==> src/logic/rf_ctrl_pkg.sv <==
package rf_ctrl_pkg;

    // receive DSA code, one attenuation step per lsb
    typedef logic [6:0] dsa_atten_t;

    localparam dsa_atten_t DSA_MAX = 7'd127;    // full attenuation

    // PA detector reading
    // larger value means more output power
    typedef logic [31:0] tssi_t;

    typedef logic [1:0] ant_idx_t;              // antenna number, up to four

    // observation RF switch sequencer
    typedef enum logic [1:0] {
        SRX_ON,         // selected path enabled
        SRX_BREAK,      // every path disabled
        SRX_MAKE        // switch moved, paths still disabled
    } srx_state_e;

endpackage
==> src/logic/rf_control.sv <==
`timescale 1ns/100ps

module rf_control import rf_ctrl_pkg::*; #(
    parameter int N_ANTENNAS  = 4,
    parameter int ODP_PERSIST = 4,
    parameter int SRX_DWELL   = 16
) (
    input  logic                  clk_3x,
    input  logic                  rst,
    // receive gain
    input  logic [N_ANTENNAS-1:0] adc_over_range,
    input  logic [N_ANTENNAS-1:0] adcp_disable,
    input  dsa_atten_t            ps_rxdsa [N_ANTENNAS],
    output dsa_atten_t            pl_rxdsa [N_ANTENNAS],
    output dsa_atten_t            rx_dsa_d,
    output logic [N_ANTENNAS-1:0] rx_dsa_le,
    // PA protection
    input  tssi_t                 tssi [N_ANTENNAS],
    input  tssi_t                 tssi_limit,
    input  logic                  odp_clear,
    input  logic [N_ANTENNAS-1:0] host_sleep,
    output tssi_t                 rf_overdrive_tssi [N_ANTENNAS],
    output logic [N_ANTENNAS-1:0] odp_flag,
    output logic                  pa_irq,
    output logic [N_ANTENNAS-1:0] pa_ctrl_sleep,
    // observation rx
    input  logic                  srx_auto,
    input  ant_idx_t              srx_ant_req,
    output ant_idx_t              srx_wrssi_ant,
    output logic [N_ANTENNAS-1:0] rf_switch_n,
    output logic [N_ANTENNAS-1:0] rf_switch_en_n,
    // processor SPI master and board banks
    input  logic                  spi_bank_sel,
    input  logic                  spi_sclk,
    input  logic                  spi_mosi,
    input  logic [6:0]            spi_ss_n,
    input  logic                  pa_spi1_miso,
    output logic                  spi_miso,
    output logic                  spi_tx_clk,
    output logic                  spi_tx_d,
    output logic [3:0]            spi_tx_le,
    output logic                  spi_orx_clk,
    output logic                  spi_orx_d,
    output logic [1:0]            spi_orx_le,
    output logic                  pa_spi1_sclk,
    output logic                  pa_spi1_mosi,
    output logic [2:0]            pa_spi1_cs,
    output logic                  pa_spi2_sclk,
    output logic                  pa_spi2_mosi,
    output logic [1:0]            pa_spi2_le,
    output logic                  pa_spi3_sclk,
    output logic                  pa_spi3_mosi,
    output logic [1:0]            pa_spi3_le
);

    // port names line up with the blocks below
    agc_dsa_ctrl #(.N_ANTENNAS(N_ANTENNAS)) i_agc_dsa_ctrl (.*);

    pa_overdrive_guard #(
        .N_ANTENNAS  (N_ANTENNAS),
        .ODP_PERSIST (ODP_PERSIST)
    ) i_pa_overdrive_guard (.*);

    srx_ant_select #(
        .N_ANTENNAS (N_ANTENNAS),
        .SRX_DWELL  (SRX_DWELL)
    ) i_srx_ant_select (.*);

    spi_bank_mux i_spi_bank_mux (.*);   // combinational, no clock

endmodule

==> src/logic/spi_bank_mux.sv <==
`timescale 1ns/100ps

module spi_bank_mux (
    input  logic       spi_bank_sel,    // 1 radio board, 0 PA board
    input  logic       spi_sclk,
    input  logic       spi_mosi,
    input  logic [6:0] spi_ss_n,
    input  logic       pa_spi1_miso,
    output logic       spi_miso,
    output logic       spi_tx_clk,
    output logic       spi_tx_d,
    output logic [3:0] spi_tx_le,       // tx DSAs
    output logic       spi_orx_clk,
    output logic       spi_orx_d,
    output logic [1:0] spi_orx_le,      // orx DSAs
    output logic       pa_spi1_sclk,
    output logic       pa_spi1_mosi,
    output logic [2:0] pa_spi1_cs,      // eeprom and PA controllers
    output logic       pa_spi2_sclk,
    output logic       pa_spi2_mosi,
    output logic [1:0] pa_spi2_le,      // doherty align
    output logic       pa_spi3_sclk,
    output logic       pa_spi3_mosi,
    output logic [1:0] pa_spi3_le
);

    // radio board bank
    assign spi_tx_clk   = spi_bank_sel ? spi_sclk       : 1'b1;
    assign spi_tx_d     = spi_bank_sel ? spi_mosi       : 1'b1;
    assign spi_tx_le    = spi_bank_sel ? spi_ss_n[3:0]  : 4'hf;
    assign spi_orx_clk  = spi_bank_sel ? spi_sclk       : 1'b1;
    assign spi_orx_d    = spi_bank_sel ? spi_mosi       : 1'b1;
    assign spi_orx_le   = spi_bank_sel ? spi_ss_n[5:4]  : 2'b11;

    // PA board bank, idles high when radio bank owns the master
    assign pa_spi1_sclk = spi_bank_sel ? 1'b1  : spi_sclk;
    assign pa_spi1_mosi = spi_bank_sel ? 1'b1  : spi_mosi;
    assign pa_spi1_cs   = spi_bank_sel ? 3'h7  : spi_ss_n[2:0];
    assign pa_spi2_sclk = spi_bank_sel ? 1'b1  : spi_sclk;
    assign pa_spi2_mosi = spi_bank_sel ? 1'b1  : spi_mosi;
    assign pa_spi2_le   = spi_bank_sel ? 2'b11 : spi_ss_n[4:3];
    assign pa_spi3_sclk = spi_bank_sel ? 1'b1  : spi_sclk;
    assign pa_spi3_mosi = spi_bank_sel ? 1'b1  : spi_mosi;
    assign pa_spi3_le   = spi_bank_sel ? 2'b11 : spi_ss_n[6:5];

    // radio bank parts are write only
    assign spi_miso     = spi_bank_sel ? 1'b1  : pa_spi1_miso;

endmodule

==> src/logic/srx_ant_select.sv <==
`timescale 1ns/100ps

module srx_ant_select import rf_ctrl_pkg::*; #(
    parameter int N_ANTENNAS = 4,
    parameter int SRX_DWELL  = 16
) (
    input  logic                  clk_3x,
    input  logic                  rst,
    input  logic                  srx_auto,         // rotate through antennas
    input  ant_idx_t              srx_ant_req,      // manual choice
    output ant_idx_t              srx_wrssi_ant,    // antenna now switched in
    output logic [N_ANTENNAS-1:0] rf_switch_n,      // one-hot, active low
    output logic [N_ANTENNAS-1:0] rf_switch_en_n
);

    localparam int       DW       = (SRX_DWELL > 1) ? $clog2(SRX_DWELL) : 1;
    localparam ant_idx_t LAST_ANT = ant_idx_t'(N_ANTENNAS - 1);

    srx_state_e    state;
    logic [DW-1:0] dwell_cnt;
    ant_idx_t      auto_ant;                        // rotation position
    ant_idx_t      target;

    assign target = srx_auto ? auto_ant : srx_ant_req;

    // dwell timer for auto mode
    always_ff @(posedge clk_3x) begin
        if (rst) begin
            dwell_cnt <= '0;
            auto_ant  <= '0;
        end else if (!srx_auto) begin
            dwell_cnt <= '0;
            auto_ant  <= srx_ant_req;               // rotation resumes from manual pick
        end else if (dwell_cnt == DW'(SRX_DWELL - 1)) begin
            dwell_cnt <= '0;
            auto_ant  <= (auto_ant == LAST_ANT) ? '0 : auto_ant + 1'b1;
        end else begin
            dwell_cnt <= dwell_cnt + 1'b1;
        end
    end

    // break-before-make sequencer
    always_ff @(posedge clk_3x) begin
        if (rst) begin
            state          <= SRX_BREAK;            // comes up through a clean make
            srx_wrssi_ant  <= '0;
            rf_switch_n    <= '1;
            rf_switch_en_n <= '1;
        end else begin
            case (state)
                SRX_ON: begin
                    if (target != srx_wrssi_ant) begin
                        state          <= SRX_BREAK;
                        rf_switch_en_n <= '1;       // all paths off first
                    end
                end
                SRX_BREAK: begin
                    state         <= SRX_MAKE;
                    srx_wrssi_ant <= target;
                    rf_switch_n   <= ~(N_ANTENNAS'(1) << target);
                end
                SRX_MAKE: begin
                    state          <= SRX_ON;
                    rf_switch_en_n <= ~(N_ANTENNAS'(1) << srx_wrssi_ant);
                end
                default: state <= SRX_BREAK;
            endcase
        end
    end

    // switch moves only with enables off now and a cycle before
    a_bbm: assert property (@(posedge clk_3x) disable iff (rst)
        !$stable(rf_switch_n) |-> (&rf_switch_en_n && &$past(rf_switch_en_n)));

    a_one_en: assert property (@(posedge clk_3x) disable iff (rst)
        $onehot0(~rf_switch_en_n));

endmodule

==> src/logic/pa_overdrive_guard.sv <==
`timescale 1ns/100ps

module pa_overdrive_guard import rf_ctrl_pkg::*; #(
    parameter int N_ANTENNAS  = 4,
    parameter int ODP_PERSIST = 4
) (
    input  logic                  clk_3x,
    input  logic                  rst,
    input  tssi_t                 tssi [N_ANTENNAS],   // detector per antenna
    input  tssi_t                 tssi_limit,          // host threshold
    input  logic                  odp_clear,           // drops every latched trip
    input  logic [N_ANTENNAS-1:0] host_sleep,
    output tssi_t                 rf_overdrive_tssi [N_ANTENNAS],
    output logic [N_ANTENNAS-1:0] odp_flag,
    output logic                  pa_irq,
    output logic [N_ANTENNAS-1:0] pa_ctrl_sleep
);

    localparam int CW = $clog2(ODP_PERSIST + 1);

    logic [CW-1:0]         over_cnt [N_ANTENNAS];   // consecutive samples above limit
    logic [N_ANTENNAS-1:0] over;
    logic [N_ANTENNAS-1:0] trip;                    // new trip on this edge
    logic [N_ANTENNAS-1:0] flag_nxt;

    always_comb begin
        for (int i = 0; i < N_ANTENNAS; i++) begin
            over[i] = (tssi[i] > tssi_limit);
            // latched antennas stay quiet until cleared
            trip[i] = over[i] && !odp_flag[i] && !odp_clear &&
                      (over_cnt[i] == CW'(ODP_PERSIST - 1));
        end
    end

    assign flag_nxt = odp_clear ? '0 : (odp_flag | trip);

    always_ff @(posedge clk_3x) begin
        if (rst) begin
            for (int i = 0; i < N_ANTENNAS; i++)
                over_cnt[i] <= '0;
            odp_flag      <= '0;
            pa_irq        <= 1'b0;
            pa_ctrl_sleep <= host_sleep;            // host bits pass through in reset
        end else begin
            for (int i = 0; i < N_ANTENNAS; i++) begin
                if (odp_clear || !over[i])
                    over_cnt[i] <= '0;              // run broken
                else if (over_cnt[i] != CW'(ODP_PERSIST))
                    over_cnt[i] <= over_cnt[i] + 1'b1;
            end
            odp_flag      <= flag_nxt;
            pa_ctrl_sleep <= host_sleep | flag_nxt; // tripped PA forced asleep
            pa_irq        <= |trip;                 // registered OR of new trips
        end
    end

    // sample that caused the trip
    always_ff @(posedge clk_3x) begin
        for (int i = 0; i < N_ANTENNAS; i++) begin
            if (trip[i])
                rf_overdrive_tssi[i] <= tssi[i];
        end
    end

    a_irq_pulse: assert property (@(posedge clk_3x) disable iff (rst)
        pa_irq |=> !pa_irq);

    // overdrive flag always backed by a sleeping PA
    a_flag_sleep: assert property (@(posedge clk_3x) disable iff (rst)
        (odp_flag & ~pa_ctrl_sleep) == '0);

endmodule

==> src/logic/agc_dsa_ctrl.sv <==
`timescale 1ns/100ps

module agc_dsa_ctrl import rf_ctrl_pkg::*; #(
    parameter int N_ANTENNAS = 4
) (
    input  logic                  clk_3x,
    input  logic                  rst,
    input  logic [N_ANTENNAS-1:0] adc_over_range,   // per rx channel
    input  logic [N_ANTENNAS-1:0] adcp_disable,     // high drops the boost
    input  dsa_atten_t            ps_rxdsa [N_ANTENNAS],   // host request
    output dsa_atten_t            pl_rxdsa [N_ANTENNAS],   // applied value
    output dsa_atten_t            rx_dsa_d,                 // shared DSA data bus
    output logic [N_ANTENNAS-1:0] rx_dsa_le                 // latch enable per channel
);

    localparam int PW = (N_ANTENNAS > 1) ? $clog2(N_ANTENNAS) : 1;

    dsa_atten_t            boost     [N_ANTENNAS];  // over-range attenuation added
    dsa_atten_t            boost_nxt [N_ANTENNAS];
    dsa_atten_t            pl_nxt    [N_ANTENNAS];  // applied value, ready for next edge
    dsa_atten_t            loaded    [N_ANTENNAS];  // what each DSA holds now
    logic [7:0]            sum       [N_ANTENNAS];  // one extra bit for the clip
    logic [N_ANTENNAS-1:0] dirty;
    logic [PW-1:0]         rr_ptr;                  // first channel to look at
    logic [PW-1:0]         pick;
    logic                  pick_vld;

    // boost and clipped applied value per channel
    always_comb begin
        for (int i = 0; i < N_ANTENNAS; i++) begin
            if (adcp_disable[i]) begin
                boost_nxt[i] = '0;
            end else if (adc_over_range[i] && boost[i] != DSA_MAX) begin
                boost_nxt[i] = boost[i] + 1'b1;     // saturates at DSA_MAX
            end else begin
                boost_nxt[i] = boost[i];
            end
            sum[i]    = {1'b0, ps_rxdsa[i]} + {1'b0, boost_nxt[i]};
            pl_nxt[i] = (sum[i] > {1'b0, DSA_MAX}) ? DSA_MAX : sum[i][6:0];
            dirty[i]  = (pl_nxt[i] != loaded[i]);  // DSA out of date
        end
    end

    // round-robin search from rr_ptr
    always_comb begin
        int idx;
        pick     = rr_ptr;
        pick_vld = 1'b0;
        // walk backwards so the nearest dirty channel is the one left standing
        for (int k = N_ANTENNAS - 1; k >= 0; k--) begin
            idx = int'(rr_ptr) + k;
            if (idx >= N_ANTENNAS)
                idx = idx - N_ANTENNAS;             // wrap around
            if (dirty[idx]) begin
                pick     = PW'(idx);
                pick_vld = 1'b1;
            end
        end
    end

    always_ff @(posedge clk_3x) begin
        if (rst) begin
            for (int i = 0; i < N_ANTENNAS; i++) begin
                boost[i]    <= '0;
                pl_rxdsa[i] <= '0;
                loaded[i]   <= '0;
            end
            rx_dsa_d  <= '0;
            rx_dsa_le <= '0;
            rr_ptr    <= '0;
        end else begin
            boost     <= boost_nxt;
            pl_rxdsa  <= pl_nxt;
            rx_dsa_le <= '0;                        // le is a single-cycle strobe
            // idle cycle after every load keeps loads two apart
            if (pick_vld && rx_dsa_le == '0) begin
                rx_dsa_d        <= pl_nxt[pick];    // data valid with its le
                rx_dsa_le[pick] <= 1'b1;
                loaded[pick]    <= pl_nxt[pick];
                rr_ptr          <= (pick == PW'(N_ANTENNAS - 1)) ? '0 : pick + 1'b1;
            end
        end
    end

    // one channel latched per strobe
    a_le_onehot: assert property (@(posedge clk_3x) disable iff (rst)
        $onehot0(rx_dsa_le));

    // latch strobes never back to back
    a_le_gap: assert property (@(posedge clk_3x) disable iff (rst)
        |rx_dsa_le |=> rx_dsa_le == '0);

endmodule

==> config.mk <==
export PLATFORM = sky130hd
export DESIGN_NAME = rf_control
export DESIGN_NICKNAME = d
export VERILOG_FILES = /design/src/logic/rf_ctrl_pkg.sv /design/src/logic/rf_control.sv /design/src/logic/spi_bank_mux.sv /design/src/logic/srx_ant_select.sv /design/src/logic/pa_overdrive_guard.sv /design/src/logic/agc_dsa_ctrl.sv
export SDC_FILE = /design/constraint.sdc
export NUM_CORES = 1
export LEC_CHECK = 0
export ABC_AREA = 1
export BUFFER_PORTS_ARGS = -buffer_cell sky130_fd_sc_hd__clkbuf_2
export CAP_MARGIN = 10
export CORE_MARGIN = 1.5
export CORE_UTILIZATION = 50
export CTS_CLUSTER_DIAMETER = 50
export CTS_CLUSTER_SIZE = 25
export DETAILED_ROUTE_END_ITERATION = 8
export GPL_ROUTABILITY_DRIVEN = 1
export MAX_ROUTING_LAYER = met4
export PLACE_DENSITY = 0.82
export SLEW_MARGIN = 20
export SYNTH_ARGS = -nofsm -noshare
export SYNTH_HDL_FRONTEND = slang
export SYNTH_SLANG_ARGS = --single-unit
==> constraint.sdc <==
create_clock -name clk_3x -period 9 [get_ports clk_3x]
set_input_delay 1.35 -clock clk_3x [delete_from_list [all_inputs] [get_ports clk_3x]]
set_output_delay 1.35 -clock clk_3x [all_outputs]
set_load 0.02 [all_outputs]
==> impl_metrics.env, run 1 <==
export IMPL_outcome="finished clean"
export IMPL_grt_overflow_total=0
export IMPL_fp_coreArea_um2=29900
export IMPL_timing_slew_headroom_pct=37.9
export IMPL_final_seq_area_um2=6970
export IMPL_htreeDepth=1
export IMPL_critical_path_max_stage_delay_ns=0.73
export IMPL_post_cts_hold_buffer_count=0
export IMPL_timing_setup_tns_ns=0
export IMPL_mappedNetlistNets=2121
export IMPL_die_span_in_y_um=178
export IMPL_nNetsFinal=2548
export IMPL_cts_root_to_sink_buffers=3
export IMPL_drcViolationCount=0
export IMPL_clkTransAtPathRegs_ns=0.07
export IMPL_final_instance_count_excl_fill=2567
export IMPL_cp_start_kind="input port"
export IMPL_route_detailed_vias_per_inst=5.35
export IMPL_critPathArrivalTime_ns=6.00
export IMPL_rsz0062_at_grt="false"
export IMPL_detail_route_wl_per_cell_um=18.4
export IMPL_antenna_violations_before_repair=5
export IMPL_multiInputGateArea_um2=6940
export IMPL_synth_area_top_cells="edfxtp_1, ha_1, dfxtp_1"
export IMPL_cts_inserted_buffers=31
export IMPL_crit_path_top_delay_cell="nor2_2"
export IMPL_finalSetupViolCount=0
export IMPL_wl_um=47100
export IMPL_half_perimeter_wire_length_after_placement_um=38200
export IMPL_timing_hold_worst_class="reg2reg"
export IMPL_cp_top_family="simple AND/OR/NAND/NOR gates"
export IMPL_max_clock_skew_ns=0.0178
export IMPL_detail_route_antenna_nets=0
export IMPL_asyncSetResetFlopFracSynth_pct=0
export IMPL_synth_edff_count=168
export IMPL_syn_inst=1719
export IMPL_number_of_global_route_vias_before_repair=13272
export IMPL_max_freq_mhz=173
export IMPL_synth_largest_type_area_fraction_pct=33.1
export IMPL_clock_tree_root_cell="clkbuf_16"
export IMPL_leakagePower_nw=9.54
export IMPL_layout_area_overhead_vs_synth_pct=23.7
export IMPL_cts_repair_resized=0
export IMPL_cellPowerDensity_nw_per_um2=205
export IMPL_drv_max_cap_violation_count=0
export IMPL_grt_pass1_wl_um=69900
export IMPL_timing_final_max_slew_violations=0
export IMPL_kind_of_capture_point_of_the_worst_setup_path="register"
export IMPL_finalWorstPathRequiredPeriod_ns=5.77
export IMPL_library_cell_with_the_largest_summed_area_after_synthesis="edfxtp_1"
export IMPL_route_vias_total=13735
export IMPL_detail_route_iter0_violations=877
export IMPL_max_vdd_ir_drop_mv=0.194
export IMPL_port_buffers=426
export IMPL_clock_insertion_delay_worst_skew_ns=0.56
export IMPL_crit_path_max_fanout=22
export IMPL_timing_critical_path_mode_cell="nand2_1"
export IMPL_critical_path_n_buffers_inverters=6
export IMPL_worst_setup_path_type="in2reg"
export IMPL_post_cts_setup_buffers=0
export IMPL_grt_start_max_net_pins=53
export IMPL_floorplan_rows=63
export IMPL_synth_seq_cells=264
export IMPL_worstMarginPinSlew_ns=0.931
export IMPL_finalHoldViolCount=0
export IMPL_synth_seq_area_share_pct=45.6
export IMPL_gr_usage_all_layers_pct=29.7
export IMPL_synth_most_common_cell="nand2_1"
export IMPL_die_area_um2=31600
export IMPL_cts_tree="yes"
export IMPL_cts_sinks=264
export IMPL_area_of_the_mapped_netlist_um2=15300
export IMPL_synth_flop_cell="edfxtp_1"
export IMPL_initial_utilization_pct=51.1
export IMPL_layout_worst_path_cycle_share_pct=64.1
export IMPL_crit_required_ns=9.23
export IMPL_die_width_um=178
export IMPL_io_pin_count=427
export IMPL_post_place_cells=2502
export IMPL_synthTopCellsByCount="nand2_1, inv_1, ha_1"
export IMPL_detail_route_first_pass_iterations=5
export IMPL_layout_core_utilization_pct=63.2
export IMPL_ys_types=52
export IMPL_drive_gt1_share_pct=25.0
export IMPL_yosysWarnings=0
export IMPL_post_synthesis_average_cell_area_um2=8.88
export IMPL_routabilityCongestion=1.06
export IMPL_filler_cell_count=2491
==> report_power, final <==
group | leakage, nW | switching [mW] | internal (mW)
Sequential | 2.38 | 0.0650 | 1.41
Combinational | 6.60 | 0.718 | 0.323
Clock | 0.561 | 0.602 | 0.747
==> cells in the final DEF, fill, tap and decap left out, types with 8 or more instances in the layout <==
master     instances
inv_1            293
ha_1             181
a211oi_1           8
clkbuf_16         34
nand4_1           40
nor4_1            29
nor2_1            92
clkbuf_2         426
nand2_1          342
nand3b_1          18
edfxtp_1         168
o21ai_0           40
nor3_1            42
o211ai_1           8
a21oi_1           86
nand3_1          124
xor2_1             9
nand2_2           21
dfxtp_1           96
==> sequential cells by signal, indices dropped and copies added (netlist names), 7 cells and up <==
signal                                  count
i_agc_dsa_ctrl.boost                       28
i_agc_dsa_ctrl.loaded                      28
i_agc_dsa_ctrl.pl_rxdsa                    28
i_agc_dsa_ctrl.rx_dsa_d                     7
i_pa_overdrive_guard.over_cnt              12
i_pa_overdrive_guard.rf_overdrive_tssi    128
==> per-layer routing <==
metal / up-vias / track usage [%] / share of wire [%]
met5: - / - / 0
met4: 0 / 15.0 / 5.3
met3: 140 / 3.30 / 6.1
met2: 592 / 52.8 / 51
met1: 6333 / 32.9 / 38
li1: 6670 / - / -
==> worst paths after layout <==
path / to / slack, ns / cells past startpoint / from
setup reg to reg: i_agc_dsa_ctrl.loaded[0][6] / 3.24 / 34 / i_agc_dsa_ctrl.boost[1]
hold / removal: i_agc_dsa_ctrl.rx_dsa_d[5] / 0.46 / 2 / i_agc_dsa_ctrl.rx_dsa_d[5]
hold reg to reg: i_agc_dsa_ctrl.rx_dsa_d[5] / 0.46 / 2 / i_agc_dsa_ctrl.rx_dsa_d[5]
setup / recovery: i_agc_dsa_ctrl.loaded[0][6] / 3.23 / 32 / adc_over_range[3]
==> per-stage QoR <==
step | worst slack [ns] | hold slack [ns] | power (mW) | cell area, µm²
after floorplan | 4.16 | 0.418 | 2.20 | 15300
after global placement | 2.88 | 0.430 | 2.51 | 17700
after detailed placement | 2.71 | 0.441 | 2.52 | 17700
after CTS | 3.27 | 0.456 | 3.87 | 18800
after global routing | 2.55 | 0.476 | 4.05 | 18900
final | 3.23 | 0.456 | 3.86 | 18900
==> final cells by class <==
cell class	count	area share, %
Sequential cell	264	36.9
Multi-Input combinational cell	1117	36.8
Timing Repair Buffer	432	11.6
Inverter	300	5.96
Clock buffer	36	4.65
Tap cell	390	2.58
Clock inverter	21	1.41
Antenna cell	7	0.0928
==> worst register-to-register path, delay by kind of cell, from the launching register on <==
family                   cells  cell delay (ns)
AO/OA/AOI/OAI                2             0.63
adder cells (fa/ha/maj)      2             0.48
flip-flops                   1             0.36
buffers and inverters        6             0.55
AND/OR/NAND/NOR             24             3.40
==> cells by family (layout without fill, tap and decap cells) <==
group / after synthesis / count (layout) / share of synthesized area [%]
compound gates: 172 / 172 / 6.45
xor+xnor: 12 / 12 / 0.689
fa+ha+maj: 185 / 185 / 15.4
buf+inv: 338 / 789 / 8.93
flops: 264 / 264 / 45.6
mux: 1 / 1 / 0.0738
other cells: 0 / 7 / 0
simple gates: 747 / 747 / 22.9
(Power assumes the default switching activity.)
==> run 2, diff against run 1 <==
--- a/config.mk
+++ b/config.mk
@@ -5,17 +5,17 @@
 export SDC_FILE = /design/constraint.sdc
 export NUM_CORES = 1
 export LEC_CHECK = 0
-export ABC_AREA = 1
+export ABC_AREA = 0
 export BUFFER_PORTS_ARGS = -buffer_cell sky130_fd_sc_hd__clkbuf_2
 export CAP_MARGIN = 10
 export CORE_MARGIN = 1.5
-export CORE_UTILIZATION = 50
+export CORE_UTILIZATION = 48
 export CTS_CLUSTER_DIAMETER = 50
 export CTS_CLUSTER_SIZE = 25
 export DETAILED_ROUTE_END_ITERATION = 8
 export GPL_ROUTABILITY_DRIVEN = 1
 export MAX_ROUTING_LAYER = met4
-export PLACE_DENSITY = 0.82
+export PLACE_DENSITY = 0.83
 export SLEW_MARGIN = 20
 export SYNTH_ARGS = -nofsm -noshare
 export SYNTH_HDL_FRONTEND = slang
==> constraint.sdc (replaced) <==
create_clock -name clk_3x -period 4.7 [get_ports clk_3x]
set_input_delay 0.705 -clock clk_3x [delete_from_list [all_inputs] [get_ports clk_3x]]
set_output_delay 0.705 -clock clk_3x [all_outputs]
set_load 0.02 [all_outputs]
==> run 2 against run 1 <==
  * The run now ends with setup timing left
  * Cell count decreased by 8.7%
  * Clock power increased by 73%
  * Combinational power increased by 95%
  * Total power increased by 85%
  * Clock-buffer cell count decreased by 4
  * First-iteration DRC count increased by 11%
  * Die area decreased by 0.23%
  * Register-to-register slack got worse by 3.4 ns
  * Cell area increased by 7.8%
  * Worst setup slack got worse by 3.4 ns
  * Clock skew increased by 0.015 ns
  * Via count decreased by 2.0%
  * Critical endpoint is now i_agc_dsa_ctrl.loaded[3][5]
==> impl_metrics.env, run 2 <==
export IMPL_outcome="finished with violations"
export IMPL_failing_checks="setup timing"
export IMPL_synth_largest_type_area_fraction_pct=34.5
export IMPL_drcViolationCount=0
export IMPL_crit_path_top_delay_cell="or4b_4"
export IMPL_drive_gt1_share_pct=41.7
export IMPL_regMostFlops="i_pa_overdrive_guard.rf_overdrive_tssi"
export IMPL_worstMarginPinSlew_ns=1.29
export IMPL_die_area_um2=31500
export IMPL_setup_ws_ns=-0.186
export IMPL_timing_final_max_slew_violations=0
export IMPL_layout_worst_path_cycle_share_pct=104
export IMPL_wl_um=49000
export IMPL_port_buffers=426
export IMPL_worst_r2r_path_depth=22
export IMPL_fin_worst_hold_slack_ns=0.321
export IMPL_finalWorstPathRequiredPeriod_ns=4.89
export IMPL_routabilityCongestion=0.962
export IMPL_detail_route_iter0_violations=970
export IMPL_cts_sinks=264
export IMPL_rsz0062_at_grt="true"
export IMPL_fp_coreArea_um2=29800
export IMPL_preCtsSetupSlack_ns=-0.328
export IMPL_htreeDepth=1
export IMPL_cellPowerDensity_nw_per_um2=351
export IMPL_gr_usage_all_layers_pct=29.5
export IMPL_synth_most_common_cell="ha_1"
export IMPL_timing_hold_worst_class="in2reg"
export IMPL_grt_pass1_wl_um=69700
export IMPL_cts_inserted_buffers=29
export IMPL_max_clock_skew_ns=0.0330
export IMPL_route_detailed_vias_per_inst=5.75
export IMPL_cp_start_kind="register"
export IMPL_kind_of_capture_point_of_the_worst_setup_path="register"
export IMPL_detail_route_antenna_nets=0
export IMPL_nNetsFinal=2318
export IMPL_finalHoldViolCount=0
export IMPL_synth_edff_count=168
export IMPL_library_cell_with_the_largest_summed_area_after_synthesis="edfxtp_1"
export IMPL_antenna_violations_before_repair=15
export IMPL_hold_path_cell_count=2
export IMPL_half_perimeter_wire_length_after_placement_um=36800
export IMPL_finalSetupViolCount=67
export IMPL_critPathArrivalTime_ns=5.18
export IMPL_asyncSetResetFlopFracSynth_pct=0
export IMPL_timing_slew_headroom_pct=13.2
export IMPL_io_pin_count=427
export IMPL_max_freq_mhz=205
export IMPL_die_width_um=178
export IMPL_synth_seq_area_share_pct=47.7
export IMPL_final_cell_mix="clkbuf_2, edfxtp_1, ha_1, buf_4, nor2_1"
export IMPL_crit_required_ns=5.00
export IMPL_post_cts_hold_buffer_count=0
export IMPL_grt_start_max_net_pins=48
export IMPL_yosysWarnings=0
export IMPL_synth_seq_cells=264
export IMPL_floorplan_rows=63
export IMPL_grt_overflow_total=0
export IMPL_worst_setup_path_type="reg2reg"
export IMPL_flip_flop_count_of_the_largest_register_after_layout=128
export IMPL_clock_tree_root_cell="clkbuf_16"
export IMPL_max_vdd_ir_drop_mv=0.379
export IMPL_detail_route_first_pass_iterations=5
export IMPL_crit_path_max_fanout=10
export IMPL_cts_root_to_sink_buffers=3
export IMPL_number_of_global_route_vias_before_repair=13179
export IMPL_route_vias_total=13467
export IMPL_synth_flop_cell="edfxtp_1"
export IMPL_layout_area_overhead_vs_synth_pct=39.3
export IMPL_timing_critical_path_cells="ha_4 > nand3_4 > nor2_4 > a21boi_4 > nand4_1 > nor2_1 > xnor2_1 > nor2_1 > ha_1 > nand2_1 > o21a_1 > o21ai_4 > or4_1 > a32oi_2 > nand4_1 > buf_4 > or4b_4 > nand2_4 > nor2_4 > nand2_2 > buf_4 > o22ai_2"
export IMPL_leakagePower_nw=9.22
export IMPL_detail_route_wl_per_cell_um=20.9
export IMPL_most_frequent_standard_cell_in_the_layout_excluding_fill_and_tap_cells="clkbuf_2"
export IMPL_drv_max_cap_violation_count=0
export IMPL_mappedNetlistNets=1740
export IMPL_cts_tree="yes"
export IMPL_post_synthesis_average_cell_area_um2=10.9
export IMPL_die_span_in_y_um=178
export IMPL_clkTransAtPathRegs_ns=0.08
export IMPL_clock_insertion_delay_worst_skew_ns=0.57
export IMPL_ys_types=82
export IMPL_critical_path_max_stage_delay_ns=0.58
export IMPL_synth_area_top_cells="edfxtp_1, ha_1, dfxtp_1"
export IMPL_syn_inst=1338
export IMPL_initial_utilization_pct=49.1
export IMPL_area_of_the_mapped_netlist_um2=14600
export IMPL_synthTopCellsByCount="ha_1, edfxtp_1, nor2_1"
## run 2: changes by cell type in the layout (fill, tap and decap cells not counted), moves of 19 or more
| cell | previous run | this run |
|---|---|---|
| inv_1 | 293 | 74 |
| a21o_1 | 2 | 58 |
| nor2_1 | 92 | 123 |
| xor2_1 | 9 | 28 |
| a21oi_1 | 86 | 37 |
| nand2_1 | 342 | 60 |
| nand3_1 | 124 | 23 |
| nor4_1 | 29 | 8 |
| buf_4 | 5 | 139 |
## run 2: kinds of logic after synthesis
logic type,share of synthesized area [%]
simple gates,15.8
flops,47.7
mux,1.73
buf+inv,3.27
xor+xnor,3.09
compound gates,12.4
fa+ha+maj,16.0
## run 2: repair_timing
action	CTS	global route
resized for setup	55	134
gates cloned	1	1
setup endpoints to repair	68	69
pin swaps	31	51
setup buffers	20	21
## run 2: final cells by class
cell class	count	area, µm²
tap	390	488
antenna	15	37.5
timing repair buffer	586	3450
clock inverter	22	229
inverter	78	300
clock buffer	32	757
multi-input combinational	957	8120
sequential	264	6970
fill	2139	9440
## run 2: per-stage QoR
| step | setup TNS (ns) | std cells | area (µm²) | total power, mW | util (%) |
|---|---|---|---|---|---|
| floorplan | -1.62 | 1338 | 14700 | 3.77 | - |
| global placement | -6.90 | 2235 | 18000 | 4.34 | 60.6 |
| detailed placement | -15.39 | 2235 | 18000 | 4.40 | 60.6 |
| CTS | -0.0502 | 2310 | 19400 | 6.81 | 65.3 |
| global route | -17.65 | 2344 | 20400 | 7.42 | 68.3 |
| finish | -6.59 | 2344 | 20400 | 7.15 | 68.3 |
## run 2: final timing paths
kind	start	end	slack, ns
max	i_agc_dsa_ctrl.boost[15]	i_agc_dsa_ctrl.loaded[3][5]	-0.19
min	host_sleep[0]	i_pa_overdrive_guard.pa_ctrl_sleep[0]	0.32
max reg2reg	i_agc_dsa_ctrl.boost[15]	i_agc_dsa_ctrl.loaded[3][5]	-0.19
min reg2reg	i_srx_ant_select.dwell_cnt[0]	i_srx_ant_select.dwell_cnt[0]	0.45
## run 2: critical path, delay by kind of cell, from the launching register on
kind / cells / cell delay (ns)
and+or+nand+nor: 12 / 2.32
buffers and inverters: 2 / 0.47
xor gates and xnor gates: 1 / 0.18
AOI/OAI and AO/OA: 5 / 0.81
DFF: 1 / 0.36
adders and majority gates: 2 / 0.50
## run 2: power breakdown
part           internal (mW)  switching [mW]  total (mW)
Sequential              2.65           0.132        2.78
Clock                   1.27            1.07        2.34
Combinational          0.896            1.14        2.03
## run 2: metal layers
| metal | track usage, % | vias up | wire (µm) |
|---|---|---|---|
| met3 | 4.61 | 182 | 3570 |
| li1 | - | 6162 | - |
| met2 | 51.1 | 704 | 24500 |
| met1 | 32.1 | 6419 | 17900 |
| met5 | - | - | 0 |
| met4 | 17.3 | 0 | 2990 |
